===== src/verilog/cache_pkg.sv =====
package cache_pkg;

	localparam int WORD_W   = 16;
	localparam int TAG_W    = 4;
	localparam int INDEX_W  = 8;
	localparam int OFFSET_W = 3;
	localparam int ADDR_W   = TAG_W + INDEX_W + OFFSET_W;	// 15-bit word address

	localparam int NUM_LINES      = 1 << INDEX_W;	// 256 lines
	localparam int WORDS_PER_LINE = 1 << OFFSET_W;	// 8 words per line

	typedef logic [WORD_W-1:0]                  word_t;
	typedef logic [ADDR_W-1:0]                  addr_t;
	typedef logic [TAG_W-1:0]                   tag_t;
	typedef logic [INDEX_W-1:0]                 index_t;
	typedef logic [OFFSET_W-1:0]                offset_t;
	typedef logic [TAG_W+INDEX_W-1:0]           block_t;	// tag then index
	typedef logic [WORDS_PER_LINE*WORD_W-1:0]   line_t;	// word 0 in the low bits

	// address field helpers
	function automatic tag_t addr_tag(addr_t a);
		return a[ADDR_W-1 -: TAG_W];
	endfunction

	function automatic index_t addr_index(addr_t a);
		return a[OFFSET_W +: INDEX_W];
	endfunction

	function automatic offset_t addr_offset(addr_t a);
		return a[OFFSET_W-1:0];
	endfunction

	function automatic block_t addr_block(addr_t a);
		return a[ADDR_W-1 -: TAG_W+INDEX_W];
	endfunction

endpackage

===== src/verilog/line_update_if.sv =====
`timescale 1ns/1ps

// finished line going back into the lookup arrays, always accepted
interface line_update_if;
	import cache_pkg::*;

	logic   valid;
	index_t index;
	tag_t   tag;
	line_t  line;
	logic   dirty;

	modport source (
		output valid, index, tag, line, dirty
	);

	modport sink (
		input  valid, index, tag, line, dirty
	);

endinterface


===== src/verilog/cache_pipe_if.sv =====
`timescale 1ns/1ps

interface cache_pipe_if;
	import cache_pkg::*;

	logic  valid;
	logic  ready;
	logic  write;		// 1 for a store, 0 for a load
	addr_t addr;
	word_t wdata;
	line_t line;		// cached line on a hit, refilled line after a miss
	logic  hit;
	logic  victim_dirty;	// line at the index was dirty at lookup
	tag_t  victim_tag;

	modport source (
		output valid, write, addr, wdata, line, hit, victim_dirty, victim_tag,
		input  ready
	);

	modport sink (
		input  valid, write, addr, wdata, line, hit, victim_dirty, victim_tag,
		output ready
	);

endinterface


===== src/verilog/word_access.sv =====
`timescale 1ns/1ps

module word_access (
	input  logic             clk,
	input  logic             rst_n,
	input  logic             rsp_ready,
	output logic             rsp_valid,
	output logic             rsp_write,
	output logic             rsp_hit,
	output cache_pkg::word_t rsp_rdata,
	cache_pipe_if.sink       s2,
	line_update_if.source    upd
);
	import cache_pkg::*;

	logic    take;
	offset_t offset;
	line_t   new_line;
	word_t   sel_word;

	// a held response stalls the pipe behind it
	assign s2.ready = !rsp_valid || rsp_ready;
	assign take     = s2.valid && s2.ready;
	assign offset   = addr_offset(s2.addr);

	// merge the store word, then pick the addressed word from the result
	always_comb begin
		new_line = s2.line;
		for (int w = 0; w < WORDS_PER_LINE; w++) begin
			if (s2.write && offset == offset_t'(w))
				new_line[w*WORD_W +: WORD_W] = s2.wdata;
		end
		sel_word = new_line[offset*WORD_W +: WORD_W];
	end

	// line goes back to lookup on the same edge the response loads
	assign upd.valid = take;
	assign upd.index = addr_index(s2.addr);
	assign upd.tag   = addr_tag(s2.addr);
	assign upd.line  = new_line;
	assign upd.dirty = s2.write || (s2.hit && s2.victim_dirty);	// read miss leaves it clean

	always_ff @(posedge clk or negedge rst_n) begin
		if (!rst_n)
			rsp_valid <= 1'b0;
		else if (take)
			rsp_valid <= 1'b1;
		else if (rsp_ready)
			rsp_valid <= 1'b0;
	end

	always_ff @(posedge clk) begin
		if (take) begin
			rsp_write <= s2.write;
			rsp_hit   <= s2.hit;
			rsp_rdata <= sel_word;
		end
	end

endmodule


===== src/flat_wrapper.sv =====
// flat-port wrapper written by rule: the top's interface ports become plain ports
module word_access_flat import cache_pkg::*;
  (clk, rst_n, rsp_ready, rsp_valid, rsp_write, rsp_hit, rsp_rdata, s2_valid, s2_write, s2_addr, s2_wdata, s2_line, s2_hit, s2_victim_dirty, s2_victim_tag, s2_ready, upd_valid, upd_index, upd_tag, upd_line, upd_dirty);
  cache_pipe_if s2_i ();
  line_update_if upd_i ();
  input  logic clk;
  input  logic rst_n;
  input  logic rsp_ready;
  output logic rsp_valid;
  output logic rsp_write;
  output logic rsp_hit;
  output cache_pkg::word_t rsp_rdata;
  input wire logic [$bits(s2_i.valid)-1:0] s2_valid;
  input wire logic [$bits(s2_i.write)-1:0] s2_write;
  input wire logic [$bits(s2_i.addr)-1:0] s2_addr;
  input wire logic [$bits(s2_i.wdata)-1:0] s2_wdata;
  input wire logic [$bits(s2_i.line)-1:0] s2_line;
  input wire logic [$bits(s2_i.hit)-1:0] s2_hit;
  input wire logic [$bits(s2_i.victim_dirty)-1:0] s2_victim_dirty;
  input wire logic [$bits(s2_i.victim_tag)-1:0] s2_victim_tag;
  output wire logic [$bits(s2_i.ready)-1:0] s2_ready;
  output wire logic [$bits(upd_i.valid)-1:0] upd_valid;
  output wire logic [$bits(upd_i.index)-1:0] upd_index;
  output wire logic [$bits(upd_i.tag)-1:0] upd_tag;
  output wire logic [$bits(upd_i.line)-1:0] upd_line;
  output wire logic [$bits(upd_i.dirty)-1:0] upd_dirty;
  assign s2_i.valid = s2_valid;
  assign s2_i.write = s2_write;
  assign s2_i.addr = s2_addr;
  assign s2_i.wdata = s2_wdata;
  assign s2_i.line = s2_line;
  assign s2_i.hit = s2_hit;
  assign s2_i.victim_dirty = s2_victim_dirty;
  assign s2_i.victim_tag = s2_victim_tag;
  assign s2_ready = s2_i.ready;
  assign upd_valid = upd_i.valid;
  assign upd_index = upd_i.index;
  assign upd_tag = upd_i.tag;
  assign upd_line = upd_i.line;
  assign upd_dirty = upd_i.dirty;
  word_access u_core (.clk(clk), .rst_n(rst_n), .rsp_ready(rsp_ready), .rsp_valid(rsp_valid), .rsp_write(rsp_write), .rsp_hit(rsp_hit), .rsp_rdata(rsp_rdata), .s2(s2_i), .upd(upd_i));
endmodule

===== config.mk =====
export PLATFORM = sky130hd
export DESIGN_NAME = word_access_flat
export DESIGN_NICKNAME = d
export VERILOG_FILES = /design/src/verilog/cache_pkg.sv /design/src/verilog/line_update_if.sv /design/src/verilog/cache_pipe_if.sv /design/src/verilog/word_access.sv /design/src/flat_wrapper.sv
export SDC_FILE = /design/constraint.sdc
export NUM_CORES = 1
export LEC_CHECK = 0
export ABC_CLOCK_PERIOD_IN_PS = 1500
export BUFFER_PORTS_ARGS = -buffer_cell sky130_fd_sc_hd__clkbuf_2
export CAP_MARGIN = 20
export CORE_AREA = 4 4 125 127
export CTS_CLUSTER_SIZE = 16
export DETAILED_ROUTE_END_ITERATION = 8
export DIE_AREA = 0 0 129 131
export GPL_TIMING_DRIVEN = 0
export SYNTH_ARGS = -nofsm -noshare
export SYNTH_HDL_FRONTEND = slang
export SYNTH_SLANG_ARGS = --single-unit

===== constraint.sdc =====
create_clock -name clk -period 1.5 [get_ports clk]
set_input_delay 0.15 -clock clk [delete_from_list [all_inputs] [get_ports clk]]
set_output_delay 0.15 -clock clk [all_outputs]
set_load 0.02 [all_outputs]

==> summary.md, run 1 <==
| Metric | Value |
|---|---|
| Status | `finished with violations` |
| Violations in the final reports | `negative setup slack` |
| Post-synth top cells | `mux2_2, nand2_1, o21ai_0, mux2i_1, buf_4` |
| Vias after detailed routing | `approximately 5,600` |
| Crit-path most repeated cell | `buf_12` |
| Setup Skew | `0.00475 ns` |
| Die W | `129 um` |
| Critical path's slowest cell | `mux2_4` |
| Antenna viol nets, final | `0` |
| PnR worst setup slack | `-0.0607 ns` |
| Hpwl dp | `18,700 um` |
| Clock root buffer | `clkbuf_16` |
| Asr flop ratio synth | `5.26%` |
| RD Place Congestion | `0.910` |
| H-tree depth | `1` |
| Final hold violations | `0` |
| Setup crit start kind | `input pin` |
| Min Tclk post-route | `1.56 ns` |
| Worst EP required | `around 1.4 ns` |
| Internal power | `between 2 and 2.5 mW` |
| Design area | `8070 um2` |
| Final #Nets | `~990` |
| Initial Util | `28.5%` |
| Worst VDD drop | `around 0.32 mV` |
| Num CTS Buffers | `3` |
| Count of pins over their slew limit | `0` |
| Initial detailed-routing violation count | `405` |
| Top cell type's share of synthesized area | `29.0%` |
| Top post-synthesis cells by area | `mux2_2, edfxtp_1, mux2i_1` |
| Largest area contributor in the netlist | `mux2_2` |
| Clk sinks | `19` |
| Cells after Synth | `460` |
| FF-to-FF Start | `u_core.rsp_valid` |
| IO Pins | `about 330` |
| Clock network power share | `14.1%` |
| Dpl cells | `957` |
| Mean area per synthesized cell | `8.94 um2` |
| Placement Cell Area | `5910 um2` |
| DR WL/cell | `26.3 um` |
| Worst hold path type | `in2reg` |
| Yosys reg bits | `19` |
| Post-synthesis cell area | `just over 4000 um2` |
| FF-to-FF setup slack | `0.37 ns` |
| Clock buffer depth | `2` |
| Final setup TNS | `-1.48 ns` |
| Leading register cell type out of synthesis | `edfxtp_1` |
| Syn_nets | `630` |
| NetSw | `1.59 mW` |
| Crit Path Class | `in2out` |
| Leakage | `3.93 nW` |
| Cells on worst reg2reg path | `2` |
| Part of the Yosys area used for sequential elements | `13.8%` |
| Initial antenna violation count | `1` |
| Warnings, synthesis | `0` |
| Tightest Pin Transition | `0.480 ns` |
| Vias in the first global route | `approximately 5,700` |
| Post-synth EDFFs | `18` |
| Overflow after GRT | `0` |
| Combinational power share | `69.3%` |
| Critical Path AT | `between 1 and 1.5 ns` |
| Crit. End Element | `output pin` |
| Fillers | `1,284` |
| Row count | `44` |
| Power Density | `482 nW/um2` |
| DRC viols | `0` |
| Crit path cell chain | `buf_12 > buf_12 > nor3_4 > buf_12 > buf_12 > mux2_4 > buf_6` |
| Die area | `roughly 17,000 um2` |
| Final cell count without fillers | `1,000` |
| Die height | `131 um` |
| Sw frac | `41.0%` |
| Number of library cell types mapped by synthesis | `54` |
| Via density | `5.62` |
| Max Freq | `about 640 MHz` |
| Pre-CTS WS | `-0.888 ns` |
| Tot Pwr | `3.89 mW` |
| CORE AREA | `14,400 um2` |
| Flop pwr share | `between 10% and 20%` |
| Worst-path fanout max | `8` |
| Max-slew headroom | `roughly two thirds` |
| Unrepaired setup endpoints after global routing | `true` |
| Dominant cell by count in the synthesized netlist | `mux2_2` |
| Share of layout cells above drive strength 1 | `71.6%` |
| CP peak stage delay | `0.33 ns` |
| Drt total wl | `between 20,000 and 30,000 um` |
| TritonRoute pass-1 iters | `4` |
| Buffers on Ports | `313` |
| Hold Crit Start | `s2_write` |
| CTS tree | `built` |
| Final setup vio count | `56` |
| Aggregate global-route resource usage | `28.4%` |
| Largest net degree at the start of global routing | `20` |
| Hold worst-path end | `u_core.rsp_write` |
| Layout area overhead | `96.3%` |
| Worst-skew pair later-pin latency | `between 0.2 and 0.3 ns` |
| Worst-path clk slew | `0.05 ns` |
| First-pass GRT wire length | `35,400 um` |
| Reg-to-reg critical path endpoint | `u_core.rsp_write` |
| Inserted Diodes | `0` |
| Max_cap viols | `0` |
| Hold path depth | `1` |
| Tcrit/Tclk final | `104%` |
## cell families (layout without fill, tap and decap cells)
| family | count (synthesis) | after routing | share of synthesized area (%) |
|---|---|---|---|
| AOI/OAI and AO/OA | 120 | 120 | 19.4 |
| buffers and inverters | 71 | 427 | 10.8 |
| DFF | 19 | 19 | 13.8 |
| muxes | 150 | 150 | 43.3 |
| and+or+nand+nor | 100 | 100 | 12.8 |
## worst max-delay path by stage
stage	slack, ns	start	depth (start not counted)	endpoint
5_1_grt	-0.08	s2_write	8	u_core.rsp_rdata[0]
6_report	-0.06	s2_addr[0]	7	upd_line[78]
2_1_floorplan	-0.03	s2_addr[0]	5	upd_line[101]
4_1_cts	-0.12	s2_write	8	upd_line[68]
3_3_place_gp	-0.81	s2_write	7	u_core.rsp_rdata[9]
3_5_place_dp	-0.89	s2_write	7	u_core.rsp_rdata[9]
## placed cells by master (no fill, tap or decap), types with 7 or more instances in the layout
cell type / n
mux2i_1: 28
buf_4: 39
clkbuf_16: 7
nand2_2: 8
inv_1: 9
a211oi_1: 10
mux2_2: 34
nand2_1: 49
buf_6: 50
o21ai_0: 25
mux4_2: 11
buf_8: 55
clkbuf_1: 7
buf_12: 17
a21oi_1: 13
mux2_4: 75
clkbuf_8: 10
edfxtp_1: 18
o21ai_1: 8
clkbuf_2: 220
## layer usage
layer	track usage, %	part of all wire [%]	routed length, um	up-vias
met4	8.09	2.5	665	2
met1	37.0	41	10700	2719
met5	0	0.049	13	-
li1	-	-	-	2449
met3	6.26	9.2	2410	51
met2	47.3	48	12600	399
## power by group through the flow
| stage | logic [mW] | clock network [mW] | registers (mW) |
|---|---|---|---|
| 2_1_floorplan | 1.13 | 0 | 0.710 |
| 3_3_place_gp | 1.99 | 0 | 0.658 |
| 3_5_place_dp | 1.99 | 0 | 0.659 |
| 4_1_cts | 2.43 | 0.567 | 0.648 |
| 5_1_grt | 2.82 | 0.590 | 0.650 |
| 6_report | 2.69 | 0.548 | 0.647 |
## sequential cells by signal, summed over array words and instances, names as in the netlist
register          count
u_core.rsp_hit        1
u_core.rsp_rdata     16
u_core.rsp_valid      1
u_core.rsp_write      1
## through the flow
| stage | utilization (%) | hold slack, ns |
|---|---|---|
| after floorplan | - | -0.146 |
| after global placement | 41.0 | -0.0752 |
| after detailed placement | 41.0 | -0.0741 |
| after CTS | 52.2 | 0.0854 |
| after global routing | 55.9 | 0.0835 |
| final | 55.9 | 0.0919 |
## layout make-up
class,count,area [um2],area share (%)
timing repair buffer,355,2920,36.1
multi-input combinational,370,3670,45.4
sequential,19,566,7.01
buffer,57,562,6.96
tap,184,230,2.85
inverter,11,48.8,0.605
clock buffer,4,78.8,0.977
## repair_timing
item,in CTS,in global routing
resized for setup,307,221
pin swaps,15,7
setup endpoints to repair,141,122
cloned,5,1
hold buffers,1,0
hold endpoints to repair,1,0
buffers inserted,30,5
## worst max-delay path, delay by kind of cell
kind,cells,cell delay (ns)
mux,1,0.33
simple gates,1,0.22
buf+inv,5,0.71
No activity file was read; power rests on OpenSTA's default activity.
==> inputs of run 2 (changes only) <==
BUFFER_PORTS_ARGS = unset   (was -buffer_cell sky130_fd_sc_hd__clkbuf_2)
CORE_AREA = 4 4 126 128   (was 4 4 125 127)
DIE_AREA = 0 0 130 132   (was 0 0 129 131)
DONT_BUFFER_PORTS = 1   (was unset)
==> summary.md, run 2 (synthesized netlist as in run 1, its figures left out) <==
| Metric | Value |
|---|---|
| Tightest Pin Transition | `0.517 ns (+0.0373 ns)` |
| Leakage | `2.10 nW (-47%)` |
| TritonRoute pass-1 iters | `7 (+3)` |
| Via density | `6.45 (+15%)` |
| Die height | `132 um (+0.76%)` |
| Row count | `45 (+2.3%)` |
| Drt total wl | `24,200 um (-8.2%)` |
| Unrepaired setup endpoints after global routing | `true` |
| Violations in the final reports | `negative setup slack` |
| DR WL/cell | `35.6 um (+35%)` |
| Initial detailed-routing violation count | `389 (-4.0%)` |
| Register with the most flip-flops | `u_core.rsp_rdata` |
| Hold worst-path end | `u_core.rsp_valid` |
| IO Pins | `332 (unchanged)` |
| Overflow after GRT | `0 (unchanged)` |
| Final Util | `35.6% (-20 points)` |
| Met3 WL post-DR | `2930 um (+21%)` |
| Number of flip-flops in the largest register | `16 (unchanged)` |
| Crit. End Element | `output pin` |
| Clk sinks | `19 (unchanged)` |
| Vias after detailed routing | `4,386 (-22%)` |
| Combinational power share | `57.4% (-12 points)` |
| Count of pins over their slew limit | `0 (unchanged)` |
| Critical Path AT | `1.37 ns (-0.04 ns)` |
| First-pass GRT wire length | `33,100 um (-6.4%)` |
| Max Freq | `660 MHz (+3.0%)` |
| Final hold violations | `0 (unchanged)` |
| Max_cap viols | `0 (unchanged)` |
| Flop pwr share | `24.1% (+7.5 points)` |
| Hpwl dp | `18,300 um (-1.8%)` |
| Worst VDD drop | `0.297 mV (-7.3%)` |
| CORE AREA | `14,900 um2 (+3.1%)` |
| PnR worst setup slack | `-0.0155 ns (+0.0452 ns)` |
| Initial Util | `27.7% (-0.84 points)` |
| Vias in the first global route | `4,568 (-19%)` |
| Die W | `130 um (+0.78%)` |
| Final setup vio count | `5 (-91%)` |
| Most frequent cells in the layout | `mux2_2, nand2_1, buf_4` |
| Aggregate global-route resource usage | `26.2% (-2.2 points)` |
| Sw frac | `43.9% (+2.9 points)` |
| Crit Path Class | `in2out` |
| Worst-skew pair later-pin latency | `0.25 ns (about the same)` |
| Worst-path fanout max | `10 (+2)` |
| FF-to-FF Start | `u_core.rsp_valid` |
| Worst hold path type | `in2reg` |
| FF-to-FF setup slack | `0.19 ns (-0.18 ns)` |
| Worst-path clk slew | `0.05 ns (about the same)` |
| Initial antenna violation count | `0 (-1)` |
| Hold Crit Start | `s2_valid` |
| DRC viols | `0 (unchanged)` |
| Die area | `17,200 um2 (+1.5%)` |
| Antenna viol nets, final | `0 (unchanged)` |
| Cells on worst reg2reg path | `2 (unchanged)` |
| Clock root buffer | `clkbuf_16` |
| Clock network power share | `18.6% (+4.5 points)` |
| Hold Slack | `0.0172 ns (-0.0747 ns)` |
| Setup Skew | `0.00276 ns (-0.00200 ns)` |
| Setup crit start kind | `input pin` |
| Met2 WL post-DR | `11,200 um (-11%)` |
| Num CTS Buffers | `3 (unchanged)` |
| Clock buffer depth | `2 (unchanged)` |
| Status | `finished with violations` |
| Most common cell after layout, fill and taps aside | `mux2_2` |
| H-tree depth | `1 (unchanged)` |
| Met1 Wirelength | `8860 um (-17%)` |
| Internal power | `1.65 mW (-28%)` |
| Min Tclk post-route | `1.52 ns (-0.0452 ns)` |
| Largest net degree at the start of global routing | `11 (-45%)` |
| Layout area overhead | `28.7%` |
| Worst EP required | `1.35 ns (about the same)` |
| Top Layer Used | `met4` |
| Max-slew headroom | `65.3% (-2.7 points)` |
| Reg-to-reg critical path endpoint | `u_core.rsp_rdata[1]` |
| Share of layout cells above drive strength 1 | `53.0% (-19 points)` |
| Hold path depth | `1 (unchanged)` |
| NetSw | `1.29 mW (-19%)` |
| Power Density | `555 nW/um2 (+15%)` |
| Final #Nets | `663 (-33%)` |
| CTS tree | `built` |
| Inserted Diodes | `0 (unchanged)` |
| Buffers on Ports | `0 (-100%)` |
| RD Place Congestion | `0.877 (-3.6%)` |
| Tcrit/Tclk final | `101% (-3.0 points)` |
-- run 2: cell count changes in the layout (fill, tap and decap cells not counted), sizes merged --
cell and delta:
clkinvlp -1, buf -102, dlygate4sd3 +2, bufbuf +1
and2 +1, clkbuf -226, inv +1
-- run 2: worst max path at each step --
stage	to	startpoint	slack (ns)
6_report	upd_line[103]	s2_addr[1]	-0.02
5_1_grt	u_core.rsp_rdata[1]	s2_write	-0.06
4_1_cts	upd_line[62]	s2_addr[0]	-0.23
3_5_place_dp	upd_line[98]	s2_addr[0]	-0.61
3_3_place_gp	u_core.rsp_rdata[9]	s2_write	-0.62
2_1_floorplan	upd_line[101]	s2_addr[0]	-0.03
-- run 2: layer usage --
metal  global-route usage, %  vias up
met1                    32.6     2124
met4                    10.5        0
met3                    7.98       68
met5                       0        -
li1                        -     1795
met2                    42.0      399
-- run 2: area by class of cell --
type,instances,area (um2)
buffer,60,556
clock buffer,4,78.8
fill,1561,9570
inverter,11,45.0
multi-input combinational,371,3470
sequential,19,566
tap,188,235
timing repair buffer,27,343
-- run 2: timing repair --
action	4_1_cts	5_1_grt
setup buffers	13	10
setup endpoints to repair	150	85
cloned	3	1
pin swaps	4	5
gates resized for setup	141	34
hold buffers	3	0
endpoints found under the hold margin	3	0
-- run 2: power by group through the flow --
stage	Combinational [mW]	Clock, mW	Sequential, mW
detailed placement	1.43	0	0.720
global route	1.75	0.584	0.711
CTS	1.61	0.561	0.709
finish	1.68	0.546	0.707
floorplan	1.13	0	0.710
global placement	1.42	0	0.719
-- run 2: metrics by stage --
step	cell area, um2	cells	total power, mW	TNS, ns	worst slack (ns)
after floorplan	4110	460	1.84	-0.220	-0.0276
after global placement	4350	648	2.14	-42.77	-0.619
after detailed placement	4350	648	2.15	-44.41	-0.607
after CTS	5100	671	2.89	-3.74	-0.228
after global routing	5290	680	3.05	-0.388	-0.0630
final	5290	680	2.94	-0.0569	-0.0155
-- run 2: worst max-delay path, cell delays in order --
cell	delay, ns
buf_6	0.14
and2b_2	0.26
nand2_4	0.20
buf_12	0.19
mux2_2	0.41
==> inputs of run 3 (changes only) <==
ABC_CLOCK_PERIOD_IN_PS = 1550   (was 1500)
clock period = 1.55 ns   (was 1.5 ns; I/O delays follow)
==> summary.md, run 3 (synthesized netlist as in run 1, its figures left out) <==
| Metric | Value |
|---|---|
| Clock root buffer | `clkbuf_16` |
| Reg area | `566 um2 (unchanged)` |
| Crit. End Element | `output pin` |
| Buffers on Ports | `0 (unchanged)` |
| CTS tree | `built` |
| Max_cap viols | `0 (unchanged)` |
| Min Tclk post-route | `1.52 ns` |
| Setup Skew | `0.00295 ns (+0.000194 ns)` |
| Worst-skew pair later-pin latency | `0.25 ns (about the same)` |
| Clk sinks | `19 (unchanged)` |
| Final cell count without fillers | `673 (-1.0%)` |
| Initial Util | `27.7% (unchanged)` |
| Via density | `6.51 (+0.92%)` |
| Drt total wl | `24,100 um (-0.55%)` |
| Overflow after GRT | `0 (unchanged)` |
| Die height | `132 um (unchanged)` |
| DR WL/cell | `35.8 um (+0.49%)` |
| Status | `finished, final reports clean` |
| H-tree depth | `1 (unchanged)` |
| Final hold violations | `0 (unchanged)` |
| Row count | `45 (unchanged)` |
| Register with the most flip-flops | `u_core.rsp_rdata` |
| Tcrit/Tclk final | `between 90% and 100%` |
| DRC viols | `0 (unchanged)` |
| Count of pins over their slew limit | `0 (unchanged)` |
| Clock buffer depth | `2 (unchanged)` |
| Setup crit start | `s2_addr[2]` |
| First-pass GRT wire length | `32,800 um (-0.90%)` |
| Unrepaired setup endpoints after global routing | `false` |
| Aggregate global-route resource usage | `25.9% (-0.24 points)` |
| RD Place Congestion | `0.877 (unchanged)` |
| Number of flip-flops in the largest register | `16 (unchanged)` |
| Most frequent cells in the layout | `mux2_2, nand2_1, buf_4, mux2i_1, o21ai_2` |
| Max Freq | `roughly 660 MHz` |
| Most common cell after layout, fill and taps aside | `mux2_2` |
| Footprint of the multi-input gates | `3440 um2 (-0.65%)` |
| Initial antenna violation count | `0 (unchanged)` |
| Dpl cells | `648 (unchanged)` |
| Critical Path AT | `1.37 ns (about the same)` |
| Layout area overhead | `24.3%` |
| Cells on worst reg2reg path | `2 (unchanged)` |
| Final #Nets | `656 (-1.1%)` |
| FF-to-FF setup slack | `0.26 ns (+0.07 ns)` |
| IO Pins | `332 (unchanged)` |
| FF-to-FF Start | `u_core.rsp_valid` |
| Crit path capture | `upd_line[76]` |
| Setup crit start kind | `input pin` |
| Die area | `17,200 um2 (unchanged)` |
| CORE AREA | `14,900 um2 (unchanged)` |
| Tightest Pin Transition | `0.637 ns (+0.120 ns)` |
| TritonRoute pass-1 iters | `5 (-2)` |
| Power Density | `547 nW/um2 (-1.5%)` |
| Leakage | `2.01 nW (-4.1%)` |
| Worst hold path type | `in2reg` |
| Largest net degree at the start of global routing | `11 (unchanged)` |
| Hpwl dp | `18,300 um (unchanged)` |
| Worst EP required | `1.39 ns (+0.04 ns)` |
| Antenna viol nets, final | `0 (unchanged)` |
| Fillers | `1,572 (+0.70%)` |
| Die W | `130 um (unchanged)` |
| Final setup TNS | `0 ns (+0.0569 ns)` |
| Worst-path clk slew | `0.05 ns (about the same)` |
| Worst-path fanout max | `10 (unchanged)` |
| Vias after detailed routing | `4,381 (-0.11%)` |
| Initial detailed-routing violation count | `386 (-0.77%)` |
| Num CTS Buffers | `3 (unchanged)` |
| Vias in the first global route | `4,561 (-0.15%)` |
| Share of layout cells above drive strength 1 | `51.3% (-1.7 points)` |
| Final setup vio count | `0 (-5)` |
| Worst VDD drop | `0.283 mV (-4.8%)` |
| Inserted Diodes | `0 (unchanged)` |
| Crit Path Class | `in2out` |
| Reg-to-reg critical path endpoint | `u_core.rsp_rdata[6]` |
| Max-slew headroom | `57.5% (-7.8 points)` |
-- run 3: changes by cell type in the layout (fill, tap and decap cells not counted), moves of 3 or more --
cell      delta
buf_12       -6
buf_6        +4
clkbuf_2     -3
mux2_2       +4
mux2_4       -5
-- run 3: how the worst min path moves through the flow --
stage                   from          endpoint  slack (ns)  cells past startpoint
detailed placement     rst_n  u_core.rsp_valid       -0.14                      0
CTS                 s2_valid  u_core.rsp_valid        0.02                      1
global route        s2_valid  u_core.rsp_valid        0.02                      1
finish              s2_valid  u_core.rsp_valid        0.03                      1
floorplan              rst_n  u_core.rsp_valid       -0.14                      0
global placement       rst_n  u_core.rsp_valid       -0.14                      0
-- run 3: final cells by class --
type,count,share of cell area (%)
timing repair buffer,20,4.04
tap,188,4.60
multi-input combinational,371,67.4
sequential,19,11.1
inverter,11,0.808
clock buffer,4,1.54
buffer,60,10.6
-- run 3: routing by layer --
metal	vias up	GRT usage (%)	wire, um
li1	1780	-	-
met2	418	41.8	11200
met4	0	9.87	992
met5	-	0	0
met3	67	7.62	2900
met1	2116	32.5	8990
-- run 3: per-stage QoR --
| step | hold slack [ns] | area [um2] | util [%] | total power, mW | worst slack [ns] |
|---|---|---|---|---|---|
| final | 0.0256 | 5110 | 34.4 | 2.80 | 0.0276 |
| after global routing | 0.0166 | 5110 | 34.4 | 2.90 | 0.00870 |
| after CTS | 0.0189 | 4880 | 32.8 | 2.74 | -0.222 |
| after detailed placement | -0.141 | 4350 | 29.3 | 2.08 | -0.567 |
| after global placement | -0.141 | 4350 | 29.3 | 2.07 | -0.574 |
| after floorplan | -0.141 | 4110 | - | 1.78 | 0.0124 |
-- run 3: power by group --
group          internal [mW]  switching, mW  total (mW)  leakage (nW)
Clock                  0.349          0.177       0.526        0.0382
Sequential             0.620         0.0639       0.684         0.182
Combinational          0.589          0.997        1.59          1.79
Total                   1.56           1.24        2.80          2.01
-- run 3: critical path, cell delays in order --
cell	delay [ns]
buf_4	0.15
nand2_1	0.18
nor3_4	0.20
buf_6	0.24
mux2_2	0.44
-- run 3: repair_timing --
item                                   4_1_cts  5_1_grt
setup endpoints to repair                  142       73
gates cloned                                 2        0
hold buffers                                 3        0
setup buffers                               10        7
gates resized for setup                    109       52
pin swaps                                    4        4
endpoints found under the hold margin        3        0
